## src/hw/tscPkg.sv

```systemverilog
package tscPkg;

	////////////////////////////////////////////////////////////////////////////
	// Machine dimensions
	////////////////////////////////////////////////////////////////////////////

	localparam int WordSize = 16;	// Data, address and instruction width
	localparam int RegCount = 4;
	localparam int LinkReg = 2;	// Written by JAL and JRL

	////////////////////////////////////////////////////////////////////////////
	// Instruction encodings
	////////////////////////////////////////////////////////////////////////////

	typedef enum logic [3:0] {
		opBne = 4'd0,
		opBeq = 4'd1,
		opBgz = 4'd2,
		opBlz = 4'd3,
		opAdi = 4'd4,
		opOri = 4'd5,
		opLhi = 4'd6,
		opLwd = 4'd7,
		opSwd = 4'd8,
		opJmp = 4'd9,
		opJal = 4'd10,
		opRtype = 4'd15
	} opcodeE;

	typedef enum logic [5:0] {
		fnAdd = 6'd0,
		fnSub = 6'd1,
		fnAnd = 6'd2,
		fnOrr = 6'd3,
		fnNot = 6'd4,
		fnTcp = 6'd5,
		fnShl = 6'd6,
		fnShr = 6'd7,
		fnJpr = 6'd25,
		fnJrl = 6'd26,
		fnWwd = 6'd28,
		fnHlt = 6'd29
	} funcE;

	// Same order as function codes 0 to 7
	typedef enum logic [2:0] {
		aluAdd,
		aluSub,
		aluAnd,
		aluOr,
		aluNot,
		aluTcp,
		aluShl,
		aluShr
	} aluOpE;

	////////////////////////////////////////////////////////////////////////////
	// Sequencer
	////////////////////////////////////////////////////////////////////////////

	typedef enum logic [2:0] {
		stateFetchReq,
		stateFetchRel,
		stateExecute,
		stateMemReq,
		stateMemRel,
		stateWriteBack,
		stateHalt
	} cpuStateE;

endpackage

```

## src/hw/ctrlBus.sv

```systemverilog
`timescale 1ns/1ps

interface ctrlBus;
	import tscPkg::*;

	logic regWrite;
	logic aluSrcImm;	// ALU operand b is the immediate
	aluOpE aluOp;
	logic memRead;
	logic memWrite;
	logic memToReg;
	logic branch;
	logic jump;
	logic jumpReg;	// Target taken from rs
	logic link;	// Write PC+1 to the link register
	logic outputWord;
	logic haltOp;
	logic immZeroExt;
	logic loadHigh;
	logic destIsRd;

	modport decoder (
		output regWrite, aluSrcImm, aluOp, memRead, memWrite, memToReg,
		branch, jump, jumpReg, link, outputWord, haltOp,
		immZeroExt, loadHigh, destIsRd
	);

	modport datapath (
		input regWrite, aluSrcImm, aluOp, memRead, memWrite, memToReg,
		branch, jump, jumpReg, link, outputWord, haltOp,
		immZeroExt, loadHigh, destIsRd
	);

endinterface

```

## src/hw/controlUnit.sv

```systemverilog
`timescale 1ns/1ps

module controlUnit (
	input logic [tscPkg::WordSize-1:0] instruction,
	ctrlBus.decoder ctrl
);
	import tscPkg::*;

	opcodeE opcode;
	funcE func;

	assign opcode = opcodeE'(instruction[15:12]);
	assign func = funcE'(instruction[5:0]);

	always_comb begin
		ctrl.regWrite = 1'b0;
		ctrl.aluSrcImm = 1'b0;
		ctrl.aluOp = aluAdd;
		ctrl.memRead = 1'b0;
		ctrl.memWrite = 1'b0;
		ctrl.memToReg = 1'b0;
		ctrl.branch = 1'b0;
		ctrl.jump = 1'b0;
		ctrl.jumpReg = 1'b0;
		ctrl.link = 1'b0;
		ctrl.outputWord = 1'b0;
		ctrl.haltOp = 1'b0;
		ctrl.immZeroExt = 1'b0;
		ctrl.loadHigh = 1'b0;
		ctrl.destIsRd = 1'b0;

		case (opcode)
			opRtype: begin
				case (func)
					fnAdd, fnSub, fnAnd, fnOrr, fnNot, fnTcp, fnShl, fnShr: begin
						ctrl.regWrite = 1'b1;
						ctrl.destIsRd = 1'b1;
						ctrl.aluOp = aluOpE'(instruction[2:0]);	// Codes line up
					end
					fnJpr: ctrl.jumpReg = 1'b1;
					fnJrl: begin
						ctrl.jumpReg = 1'b1;
						ctrl.link = 1'b1;
						ctrl.regWrite = 1'b1;
					end
					fnWwd: ctrl.outputWord = 1'b1;
					fnHlt: ctrl.haltOp = 1'b1;
					default: ;	// Unknown function runs as a no-op
				endcase
			end
			opAdi: begin
				ctrl.regWrite = 1'b1;
				ctrl.aluSrcImm = 1'b1;
			end
			opOri: begin
				ctrl.regWrite = 1'b1;
				ctrl.aluSrcImm = 1'b1;
				ctrl.immZeroExt = 1'b1;
				ctrl.aluOp = aluOr;
			end
			opLhi: begin
				ctrl.regWrite = 1'b1;
				ctrl.loadHigh = 1'b1;
			end
			opLwd: begin
				ctrl.regWrite = 1'b1;
				ctrl.aluSrcImm = 1'b1;	// Address is rs + imm
				ctrl.memRead = 1'b1;
				ctrl.memToReg = 1'b1;
			end
			opSwd: begin
				ctrl.aluSrcImm = 1'b1;
				ctrl.memWrite = 1'b1;
			end
			opBne, opBeq, opBgz, opBlz: ctrl.branch = 1'b1;	// Compare rs with rt
			opJmp: ctrl.jump = 1'b1;
			opJal: begin
				ctrl.jump = 1'b1;
				ctrl.link = 1'b1;
				ctrl.regWrite = 1'b1;
			end
			default: ;
		endcase
	end

endmodule

```

## src/hw/alu.sv

```systemverilog
`timescale 1ns/1ps

module alu (
	input logic [tscPkg::WordSize-1:0] a,
	input logic [tscPkg::WordSize-1:0] b,
	input tscPkg::aluOpE aluOp,
	input tscPkg::opcodeE opcode,
	output logic [tscPkg::WordSize-1:0] result,
	output logic branchTaken
);
	import tscPkg::*;

	always_comb begin
		case (aluOp)
			aluAdd: result = a + b;
			aluSub: result = a - b;
			aluAnd: result = a & b;
			aluOr: result = a | b;
			aluNot: result = ~a;
			aluTcp: result = ~a + 1'b1;
			aluShl: result = {a[WordSize-2:0], 1'b0};
			aluShr: result = {1'b0, a[WordSize-1:1]};	// Logical, zero fill
			default: result = '0;
		endcase
	end

	// Branch conditions
	always_comb begin
		case (opcode)
			opBne: branchTaken = (a != b);
			opBeq: branchTaken = (a == b);
			opBgz: branchTaken = !a[WordSize-1] && (a != '0);
			opBlz: branchTaken = a[WordSize-1];
			default: branchTaken = 1'b0;
		endcase
	end

endmodule

```

## src/hw/registerFile.sv

```systemverilog
`timescale 1ns/1ps

module registerFile (
	input logic clk,
	input logic reset,
	input logic [$clog2(tscPkg::RegCount)-1:0] readAddrA,
	input logic [$clog2(tscPkg::RegCount)-1:0] readAddrB,
	output logic [tscPkg::WordSize-1:0] readDataA,
	output logic [tscPkg::WordSize-1:0] readDataB,
	input logic writeEnable,
	input logic [$clog2(tscPkg::RegCount)-1:0] writeAddr,
	input logic [tscPkg::WordSize-1:0] writeData
);
	import tscPkg::*;

	logic [WordSize-1:0] regs [RegCount];

	always_ff @(posedge clk) begin
		if (reset) begin
			for (int i = 0; i < RegCount; i++) begin
				regs[i] <= '0;
			end
		end else if (writeEnable) begin
			regs[writeAddr] <= writeData;
		end
	end

	// Reads see the old value during the write cycle
	assign readDataA = regs[readAddrA];
	assign readDataB = regs[readAddrB];

endmodule

```

## src/hw/cpuDatapath.sv

```systemverilog
`timescale 1ns/1ps

module cpuDatapath (
	input logic clk,
	input logic reset,
	ctrlBus.datapath ctrl,
	output logic [tscPkg::WordSize-1:0] instruction,
	output logic memReq,
	output logic memWrite,
	output logic [tscPkg::WordSize-1:0] memAddress,
	output logic [tscPkg::WordSize-1:0] memWriteData,
	input logic memAck,
	input logic [tscPkg::WordSize-1:0] memReadData,
	output logic [tscPkg::WordSize-1:0] outputPort,
	output logic outputValid,
	output logic halted
);
	import tscPkg::*;

	cpuStateE state;
	logic [WordSize-1:0] pc;
	logic [WordSize-1:0] ir;
	logic [WordSize-1:0] mdr;	// Load data
	logic [WordSize-1:0] aluOut;
	logic [$clog2(RegCount)-1:0] rs, rt, rd;
	logic [$clog2(RegCount)-1:0] writeAddr;
	logic [WordSize-1:0] readDataA, readDataB;
	logic [WordSize-1:0] immExt;
	logic [WordSize-1:0] aluB, aluResult;
	logic [WordSize-1:0] writeData;
	logic [WordSize-1:0] pcPlusOne, nextPc;
	logic branchTaken;
	logic memPhase;
	logic ackSeen;

	assign instruction = ir;
	assign rs = ir[11:10];
	assign rt = ir[9:8];
	assign rd = ir[7:6];

	assign immExt = ctrl.immZeroExt ? {8'h00, ir[7:0]} : {{8{ir[7]}}, ir[7:0]};
	assign aluB = ctrl.aluSrcImm ? immExt : readDataB;

	registerFile registerFile_inst (
		.clk(clk),
		.reset(reset),
		.readAddrA(rs),
		.readAddrB(rt),
		.readDataA(readDataA),
		.readDataB(readDataB),
		.writeEnable(state == stateWriteBack && ctrl.regWrite),
		.writeAddr(writeAddr),
		.writeData(writeData)
	);

	alu alu_inst (
		.a(readDataA),
		.b(aluB),
		.aluOp(ctrl.aluOp),
		.opcode(opcodeE'(ir[15:12])),
		.result(aluResult),
		.branchTaken(branchTaken)
	);

	////////////////////////////////////////////////////////////////////////////
	// Writeback and next PC
	////////////////////////////////////////////////////////////////////////////

	assign writeAddr = ctrl.link ? LinkReg[$clog2(RegCount)-1:0] : (ctrl.destIsRd ? rd : rt);

	always_comb begin
		if (ctrl.link)
			writeData = pcPlusOne;
		else if (ctrl.loadHigh)
			writeData = {ir[7:0], 8'h00};
		else if (ctrl.memToReg)
			writeData = mdr;
		else
			writeData = aluOut;
	end

	assign pcPlusOne = pc + 1'b1;

	always_comb begin
		if (ctrl.jumpReg)
			nextPc = readDataA;
		else if (ctrl.jump)
			nextPc = {pc[WordSize-1:12], ir[11:0]};
		else if (ctrl.branch && branchTaken)
			nextPc = pcPlusOne + immExt;
		else
			nextPc = pcPlusOne;
	end

	////////////////////////////////////////////////////////////////////////////
	// Sequencer and memory handshake
	////////////////////////////////////////////////////////////////////////////

	assign memPhase = (state == stateMemReq) || (state == stateMemRel);
	assign ackSeen = memReq && memAck;

	always_ff @(posedge clk) begin
		if (reset) begin
			state <= stateFetchReq;
			memReq <= 1'b0;
			pc <= '0;
		end else begin
			case (state)
				stateFetchReq, stateMemReq: begin
					if (!memReq && !memAck) begin
						memReq <= 1'b1;	// Previous handshake fully closed
					end else if (ackSeen) begin
						memReq <= 1'b0;
						if (state == stateFetchReq)
							state <= stateFetchRel;
						else
							state <= stateMemRel;
					end
				end
				stateFetchRel: if (!memAck) state <= stateExecute;
				stateExecute: begin
					if (ctrl.memRead || ctrl.memWrite)
						state <= stateMemReq;
					else
						state <= stateWriteBack;
				end
				stateMemRel: if (!memAck) state <= stateWriteBack;
				stateWriteBack: begin
					pc <= nextPc;
					if (ctrl.haltOp)
						state <= stateHalt;
					else
						state <= stateFetchReq;
				end
				default: state <= stateHalt;	// Stays here until reset
			endcase
		end
	end

	always_ff @(posedge clk) begin
		if (state == stateFetchReq && ackSeen) ir <= memReadData;
		if (state == stateMemReq && ackSeen) mdr <= memReadData;
		if (state == stateExecute) aluOut <= aluResult;
	end

	assign memAddress = memPhase ? aluOut : pc;
	assign memWrite = memPhase && ctrl.memWrite;
	assign memWriteData = readDataB;	// Store data comes from rt

	assign outputPort = readDataA;
	assign outputValid = (state == stateWriteBack) && ctrl.outputWord;
	assign halted = (state == stateHalt) || (state == stateWriteBack && ctrl.haltOp);

	addressHeld: assert property (@(posedge clk) disable iff (reset)
		memReq |=> !memReq || $stable(memAddress))
		else $error("memAddress changed during a request");

	noReqOverAck: assert property (@(posedge clk) disable iff (reset)
		(!memReq && memAck) |=> !memReq)
		else $error("memReq raised while memAck still high");

endmodule

```

## src/hw/tscCpu.sv

```systemverilog
`timescale 1ns/1ps

module tscCpu (
	input logic clk,
	input logic reset,
	output logic memReq,
	output logic memWrite,
	output logic [tscPkg::WordSize-1:0] memAddress,
	output logic [tscPkg::WordSize-1:0] memWriteData,
	input logic memAck,
	input logic [tscPkg::WordSize-1:0] memReadData,
	output logic [tscPkg::WordSize-1:0] outputPort,
	output logic outputValid,
	output logic halted
);
	import tscPkg::*;

	logic [WordSize-1:0] instruction;

	ctrlBus ctrlIf ();

	controlUnit controlUnit_inst (
		.instruction(instruction),
		.ctrl(ctrlIf.decoder)
	);

	cpuDatapath cpuDatapath_inst (
		.clk(clk),
		.reset(reset),
		.ctrl(ctrlIf.datapath),
		.instruction(instruction),
		.memReq(memReq),
		.memWrite(memWrite),
		.memAddress(memAddress),
		.memWriteData(memWriteData),
		.memAck(memAck),
		.memReadData(memReadData),
		.outputPort(outputPort),
		.outputValid(outputValid),
		.halted(halted)
	);

endmodule

```

## config.mk

```make
export PLATFORM = sky130hd
export DESIGN_NAME = tscCpu
export DESIGN_NICKNAME = d
export VERILOG_FILES = /design/src/hw/tscPkg.sv /design/src/hw/ctrlBus.sv /design/src/hw/controlUnit.sv /design/src/hw/alu.sv /design/src/hw/registerFile.sv /design/src/hw/cpuDatapath.sv /design/src/hw/tscCpu.sv
export SDC_FILE = /design/constraint.sdc
export NUM_CORES = 1
export LEC_CHECK = 0
export BUFFER_PORTS_ARGS = -buffer_cell sky130_fd_sc_hd__buf_4
export CORE_UTILIZATION = 30
export DETAILED_ROUTE_END_ITERATION = 8
export GPL_ROUTABILITY_DRIVEN = 0
export GPL_TIMING_DRIVEN = 0
export HOLD_SLACK_MARGIN = 0.03
export SLEW_MARGIN = 25
export SYNTH_ARGS = -nofsm -noshare
export SYNTH_HDL_FRONTEND = slang
export SYNTH_HIERARCHICAL = 1
export SYNTH_SLANG_ARGS = --single-unit
export TNS_END_PERCENT = 50
```

## constraint.sdc

```tcl
create_clock -name clk -period 3.9 [get_ports clk]
set_input_delay 0.585 -clock clk [delete_from_list [all_inputs] [get_ports clk]]
set_output_delay 0.585 -clock clk [all_outputs]
set_load 0.05 [all_outputs]
```

==> impl_results.md, run 1 <==
- Io pins: 71
- Detailed Place HPWL: 30.00 mm
- Final slew viol count: 0
- Final std cells w/o fill: 1857
- Crit Path Category: reg2reg
- Sequential share of the synthesized area: 33.54%
- Startpoint Class: flip-flop
- CTS Buf Count: 17
- Final setup margin: -0.1885 ns
- Die H: 195.4 um
- Max_cap viols: 0
- Worst path required time: 4.21 ns
- First-pass GRT wire length: 62.11 mm
- FF+latch count, synth: 132
- Most frequent cells after synthesis: edfxtp_1, nand2_1, nor2_1, o21ai_0, and2_1
- Final setup violation count: 15
- Std cell rows: 70
- Worst-path maximum fanout: 6
- H-Tree Depth: 4
- Count leader, synth: edfxtp_1
- Clock transition at path regs: 0.06 ns
- Post-Syn Area per Cell: 9.390 um^2
- Worst Hold End: cpuDatapath_inst/instruction[4]
- DRC viols: 0
- Final instance area: 14390 um^2
- CP Cell Sequence: buf_8, buf_12, mux4_2, buf_6, nor4_4, nand2_1, or4_4, o21a_1, a21oi_2, mux2_4, nor3_4, and2_4, buf_4, buf_6, nor3_4, nand2_1, a311o_1, o41ai_1
- DRT iter0 DRCs: 1119
- Post-Syn Instances: 1195
- PortBufs: 70
- Core box area: 36700 um^2
- HP Start: memReadData[4]
- Hold_buf cts: 0
- Length in cells of the worst reg-to-reg path: 18
- DP Area: 12450 um^2
- GRT Residual Overflow: 0
- RSZ-0062 raised after global routing: yes
- Failing checks: negative setup slack
- Distinct cells, synth: 97
- Final wirelength: 42.05 mm
- Post-synth EDFFs: 112
- WP buf/inv: 5
- Initial core utilization: 30.58%
- Maximum VDD drop: 0.0002605 V
- FF-to-FF End: cpuDatapath_inst/pc[13]
- Worst Skew: 0.008620 ns
- CTS max path bufs: 2
- Worst-Margin Slew: 0.8341 ns
- Top-area cell type share of the netlist area: 29.97%
- Cell taking the most area after synthesis: edfxtp_1
- Post-Place Cells: 1738
- CP endpoint kind: flip-flop
- Synth Net Count: 1286
- Flop-to-flop setup slack: -0.19 ns
- Largest net degree at the start of global routing: 17
- Synth top area cells: edfxtp_1, ha_1, mux4_2, and2_1, dfxtp_1
- Total number of vias: 10.64k
- Min Tclk post-route: 4.089 ns
- DRT antenna net count: 0
- Chip width: 195.4 um
- CTS tree: yes
- Syn. warnings: 6
- Slowest-stage cell, CP: mux4_2
- Clock sink total: 132
- Max stage delay on crit path: 0.58 ns
- FMAX: 244.6 MHz
- Area Growth Syn to Fin: 28.21%
- Static Leak: 0.005601 uW
- Worst skew pair latency: 0.42 ns
- Drt pass-1 iters: 6
- FFs w/ async S/R, synth: 0%
- Die area: 38180 um^2
- Status: complete, but fails checks
- Root buffer cell: clkbuf_16
- Hold Vio Cnt, Final: 0
- Drt wl/cell: 22.64 um
- DR vias/cell: 5.731
- Initial antenna violation count: 0
- Ys flop type: edfxtp_1
- CP top delay family: simple AND/OR/NAND/NOR gates
- Inserted Diodes: 0
- NumNets Final: 1467
- Layout cell share with drive strength beyond 1: 28.65%
- CP startpoint: cpuDatapath_inst/instruction[10]
- Final period util: 104.8%
- R2r startpoint: cpuDatapath_inst/instruction[10]
- Slew HR: 43.80%
- Hold path depth: 1
- Post-Syn Area: 11220 um^2
- Arr. time, crit path: 4.40 ns
- Pwr Density: 359.7 nW/um^2
- Hold Crit Class: in2reg
- Vias in the first global route: 10.05k
- GRT Util Overall: 21.70%
flip-flops by register name (all words and copies together) (netlist names):
signal	count
cpuDatapath_inst/aluOut	16
cpuDatapath_inst/instruction	16
cpuDatapath_inst/mdr	16
cpuDatapath_inst/memReq	1
cpuDatapath_inst/pc	16
cpuDatapath_inst/registerFile_inst/regs	64
cpuDatapath_inst/state	3
final cells by class:
cell class,instances,area (um^2)
fill,3559,22310
timing repair buffer,170,1359
clock inverter,13,183.9
buffer,65,417.9
multi-input combinational,919,7362
inverter,71,281.5
tap,468,585.6
clock buffer,19,432.9
sequential,132,3764
worst max path at each step:
stage | end | slack, ns | depth (start not counted)
6_report | cpuDatapath_inst/pc[13] | -0.19 | 18
5_1_grt | cpuDatapath_inst/pc[13] | -0.32 | 18
4_1_cts | cpuDatapath_inst/pc[3] | -0.18 | 18
3_5_place_dp | cpuDatapath_inst/pc[8] | -1.34 | 22
3_3_place_gp | cpuDatapath_inst/pc[8] | -1.22 | 22
2_1_floorplan | cpuDatapath_inst/pc[3] | 0.002 | 18
what timing repair did:
item	in CTS	in global routing
endpoints found under the setup margin	25	23
setup buffers	63	32
pin swaps	21	22
gates resized for setup	96	55
gates cloned	2	0
per-stage QoR:
step / hold WS [ns] / setup slack, ns / power [uW] / TNS [ns] / utilization [%]
3_3_place_gp: 0.5556 / -1.223 / 3130 / -19.54 / 33.74
5_1_grt: 0.3365 / -0.3181 / 5364 / -3.687 / 39.20
4_1_cts: 0.3333 / -0.1758 / 5045 / -1.643 / 38.05
6_report: 0.3525 / -0.1885 / 5175 / -1.451 / 39.20
2_1_floorplan: 0.5310 / 0.001551 / 2690 / 0 / -
3_5_place_dp: 0.5685 / -1.336 / 3148 / -20.50 / 33.94
worst reg2reg max path: stages (launching register included):
cell      delay, ns
edfxtp_1       0.39
buf_8          0.16
buf_12         0.14
mux4_2         0.58
buf_6          0.17
nor4_4         0.30
nand2_1        0.11
or4_4          0.43
o21a_1         0.21
a21oi_2        0.10
mux2_4         0.19
nor3_4         0.05
and2_4         0.15
buf_4          0.13
buf_6          0.11
nor3_4         0.25
nand2_1        0.12
a311o_1        0.32
o41ai_1        0.06
kinds of logic (layout without fill, tap and decap cells):
logic type	after synthesis	in the layout	synth area share, %
buf+inv	144	338	5.609
flops	132	132	33.54
xor+xnor	46	46	3.658
fa+ha+maj	72	72	8.229
simple gates	404	404	19.59
compound gates	314	314	18.05
mux	83	83	11.32
layer usage:
layer | routed length (um) | global-route usage, %
met4 | 2091 | 10.50
met3 | 3336 | 4.145
met2 | 19590 | 35.22
met1 | 17030 | 27.69
met5 | 0 | 0
where the power goes:
group | internal, uW | switching [uW] | total [uW]
clock network | 1070 | 613 | 1680
logic | 728 | 1100 | 1830
registers | 1610 | 60.2 | 1670
total | 3400 | 1770 | 5170
layout by cell type, fill, tap and decap left out, types with 7 or more instances in the layout:
master / n
o21bai_1: 11
xnor2_1: 32
nor2b_1: 10
mux2_2: 12
nand2_1: 97
buf_2: 14
o22ai_1: 18
nor3_1: 26
edfxtp_1: 112
o21ai_4: 7
inv_1: 59
nor2_1: 77
xor2_1: 13
ha_4: 13
and2_1: 71
nand3_1: 20
o211ai_1: 15
mux2i_1: 29
a21oi_1: 64
dfxtp_1: 20
mux2_4: 9
clkbuf_16: 18
mux4_2: 33
nand4_1: 7
buf_6: 14
buf_4: 159
a22oi_1: 7
o21ai_0: 68
ha_1: 54
nand2b_1: 8
a31oi_1: 14
a211oi_1: 14
o21ai_1: 10
clkbuf_1: 30
a21o_1: 9
Power figures use the tool's default switching activity.
==> inputs of run 2 (changes only) <==
--- a/config.mk
+++ b/config.mk
@@ -12,8 +12,8 @@
 export GPL_TIMING_DRIVEN = 0
 export HOLD_SLACK_MARGIN = 0.03
+export PLACE_DENSITY = 0.44
 export SLEW_MARGIN = 25
 export SYNTH_ARGS = -nofsm -noshare
 export SYNTH_HDL_FRONTEND = slang
-export SYNTH_HIERARCHICAL = 1
 export SYNTH_SLANG_ARGS = --single-unit
 export TNS_END_PERCENT = 50
==> constraint.sdc (replaced) <==
create_clock -name clk -period 3.9 [get_ports clk]
set_input_delay 0.585 -clock clk [delete_from_list [all_inputs] [get_ports clk]]
set_output_delay 0.585 -clock clk [all_outputs]
set_load 0.02 [all_outputs]
==> impl_results.md, run 2 <==
- Status: complete, but fails checks (unchanged)
- Failing checks: negative setup slack (unchanged)
- Min Tclk post-route: 4.271 ns (was 4.089 ns)
- Drt wl/cell: 25.58 um (was 22.64 um)
- Final setup violation count: 25 (was 15)
- Io pins: 71 (unchanged)
- Worst-path maximum fanout: 5 (was 6)
- Post-Syn Area per Cell: 9.795 um^2 (was 9.390 um^2)
- Worst skew pair latency: 0.44 ns (was 0.42 ns)
- Chip width: 189.5 um (was 195.4 um)
- Commonest cells after routing, fill and taps aside: nor2_1, buf_4, edfxtp_1 (was buf_4, edfxtp_1, nand2_1)
- R2r startpoint: cpuDatapath_inst.instruction[12] (was cpuDatapath_inst/instruction[10])
- CP endpoint kind: flip-flop (unchanged)
- NumNets Final: 1310 (was 1467)
- Final slew viol count: 0 (unchanged)
- First-pass GRT wire length: 61.29 mm (was 62.11 mm)
- Max_cap viols: 0 (unchanged)
- PortBufs: 69 (was 70)
- Hold path depth: 1 (unchanged)
- GRT Util Overall: 23.83% (was 21.70%)
- Total number of vias: 9637 (was 10.64k)
- Initial core utilization: 30.54% (was 30.58%)
- Die area: 35920 um^2 (was 38180 um^2)
- Top-area cell type share of the netlist area: 31.88% (was 29.97%)
- FFs w/ async S/R, synth: 0% (unchanged)
- Worst path required time: 4.09 ns (was 4.21 ns)
- Layout cell share with drive strength beyond 1: 29.01% (was 28.65%)
- Core box area: 34540 um^2 (was 36700 um^2)
- RSZ-0062 raised after global routing: yes (unchanged)
- Post-Syn Area: 10550 um^2 (was 11220 um^2)
- CTS max path bufs: 2 (unchanged)
- Die H: 189.5 um (was 195.4 um)
- Root buffer cell: clkbuf_16 (unchanged)
- Most frequent cells after synthesis: nor2_1, edfxtp_1, ha_1, inv_1, nand2_1 (was edfxtp_1, nand2_1, nor2_1, o21ai_0, and2_1)
- Slew HR: 27.57% (was 43.80%)
- Std cell rows: 68 (was 70)
- DR vias/cell: 5.706 (was 5.731)
- Final std cells w/o fill: 1689 (was 1857)
- DRT antenna net count: 0 (unchanged)
- Cell taking the most area after synthesis: edfxtp_1 (unchanged)
- Largest net degree at the start of global routing: 17 (unchanged)
- Length in cells of the worst reg-to-reg path: 17 (was 18)
- Vias in the first global route: 9227 (was 10.05k)
- Commonest non-fill, non-tap cell in the layout: nor2_1 (was buf_4)
- Area Growth Syn to Fin: 27.90% (was 28.21%)
- DRC viols: 0 (unchanged)
- FF+latch count, synth: 136 (was 132)
- CTS Buf Count: 17 (unchanged)
- Drt pass-1 iters: 6 (unchanged)
- Final wirelength: 43.20 mm (was 42.05 mm)
- Clock transition at path regs: 0.07 ns (was 0.06 ns)
- Synth top area cells: edfxtp_1, ha_1, mux4_2, nor2_1, dfxtp_1 (was edfxtp_1, ha_1, mux4_2, and2_1, dfxtp_1)
- Synth Net Count: 1165 (was 1286)
- Detailed Place HPWL: 31.79 mm (was 30.00 mm)
- Hold Slack: 0.3231 ns (was 0.3525 ns)
- FMAX: 234.1 MHz (was 244.6 MHz)
- Maximum VDD drop: 0.0002787 V (was 0.0002605 V)
- DRT iter0 DRCs: 765 (was 1119)
- CP startpoint: cpuDatapath_inst.instruction[12] (was cpuDatapath_inst/instruction[10])
- Syn. warnings: 0 (was 6)
- Worst-Margin Slew: 1.075 ns (was 0.8341 ns)
- HP Start: memReadData[12] (was memReadData[4])
- Inserted Diodes: 0 (unchanged)
- CTS tree: yes (unchanged)
- Post-Syn Instances: 1077 (was 1195)
- Sequential share of the synthesized area: 36.44% (was 33.54%)
- Ys flop type: edfxtp_1 (unchanged)
- # fillers: 3568 (was 3559)
- Startpoint Class: flip-flop (unchanged)
- Arr. time, crit path: 4.46 ns (was 4.40 ns)
- Hold_buf cts: 0 (unchanged)
- Static Leak: 0.005189 uW (was 0.005601 uW)
- Clock sink total: 136 (was 132)
- Final instance area: 13490 um^2 (was 14390 um^2)
- Hold Crit Class: in2reg (unchanged)
- Hold Vio Cnt, Final: 0 (unchanged)
- Top reg by flops: cpuDatapath_inst.registerFile_inst.regs (was cpuDatapath_inst/registerFile_inst/regs)
- H-Tree Depth: 4 (unchanged)
- Max reg flops: 64 (unchanged)
- Crit Path Category: reg2reg (unchanged)
- Distinct cells, synth: 79 (was 97)
- Pwr Density: 346.9 nW/um^2 (was 359.7 nW/um^2)
- GRT Residual Overflow: 0 (unchanged)
- Post-synth EDFFs: 112 (unchanged)
- Post-Place Cells: 1607 (was 1738)
- Count leader, synth: nor2_1 (was edfxtp_1)
- DP Area: 11760 um^2 (was 12450 um^2)
- Initial antenna violation count: 0 (unchanged)
- Final period util: 109.5% (was 104.8%)
- Final setup margin: -0.3712 ns (was -0.1885 ns)
- Worst Skew: 0.01117 ns (was 0.008620 ns)
## run 2: cell count changes in the layout (fill, tap and decap cells not counted), sizes merged, moves of 9 or more
cell	previous run	this run
nand2	104	59
o22ai	18	2
a221o	4	15
and2	72	7
a21oi	70	56
o21ai	86	55
buf	202	139
a211oi	16	7
a21o	10	24
nor2	86	138
mux2	21	34
clkbuf	52	65
## run 2: per-stage QoR
step	utilization, %	power [uW]	setup WS (ns)	TNS, ns
2_1_floorplan	-	2463	-0.06923	-0.06923
3_3_place_gp	33.77	2899	-1.277	-78.60
3_5_place_dp	34.05	2905	-1.227	-54.55
4_1_cts	37.36	4528	-0.2726	-2.726
5_1_grt	39.06	4854	-0.4743	-8.018
6_report	39.06	4680	-0.3712	-4.664
## run 2: where the power goes
group,switching (uW),internal [uW]
Sequential,38.4,1630
Combinational,914,645
Clock,651,803
Total,1600,3080
## run 2: final cells by class
type | instances | area, um^2 | share of cell area, %
Clock buffer | 19 | 432.9 | 3.209
Sequential cell | 136 | 3844 | 28.49
Clock inverter | 12 | 80.08 | 0.5935
Buffer | 55 | 300.3 | 2.226
Multi-Input combinational cell | 816 | 6922 | 51.30
Timing Repair Buffer | 130 | 1079 | 7.994
Inverter | 66 | 265.3 | 1.966
Tap cell | 455 | 569.3 | 4.220
## run 2: path summary, 6_finish.rpt
check / endpoint / slack, ns
setup / recovery: cpuDatapath_inst.aluOut[15] / -0.37
hold / removal: cpuDatapath_inst.instruction[12] / 0.32
setup reg to reg: cpuDatapath_inst.aluOut[15] / -0.37
hold reg to reg: cpuDatapath_inst.pc[7] / 0.53
## run 2: timing repair
| action | in CTS | in global routing |
|---|---|---|
| endpoints found under the setup margin | 97 | 80 |
| buffers inserted | 26 | 28 |
| cloned | 2 | 2 |
| resized for setup | 93 | 77 |
| pin swaps | 17 | 43 |
## run 2: critical path, cell delays in order, from the launching register on
cell       delay [ns]
edfxtp_1         0.45
buf_6            0.16
or2_4            0.25
a21oi_4          0.22
a21oi_4          0.06
buf_12           0.16
mux2_4           0.32
inv_4            0.07
ha_4             0.16
buf_12           0.10
nor3_4           0.04
nor2b_4          0.13
a211oi_4         0.34
o221ai_2         0.19
a221o_2          0.46
a221oi_4         0.34
o2111ai_2        0.16
a221o_1          0.37
## run 2: cell families (layout without fill, tap and decap cells)
logic type	count (synthesis)	count (layout)	share of synthesized area (%)
fa+ha+maj	69	69	8.398
xor+xnor	51	51	4.234
flops	136	136	36.44
mux	90	90	12.86
compound gates	280	281	18.79
buf+inv	126	282	4.792
simple gates	325	325	14.49
## run 2: layer usage
| layer | vias up | GRT usage [%] | wire [um] |
|---|---|---|---|
| met5 | - | 0.2747 | 0 |
| met4 | 0 | 10.20 | 1614 |
| met3 | 79 | 4.263 | 2328 |
| met2 | 353 | 37.55 | 20110 |
| met1 | 4844 | 31.88 | 19150 |
| li1 | 4361 | - | - |
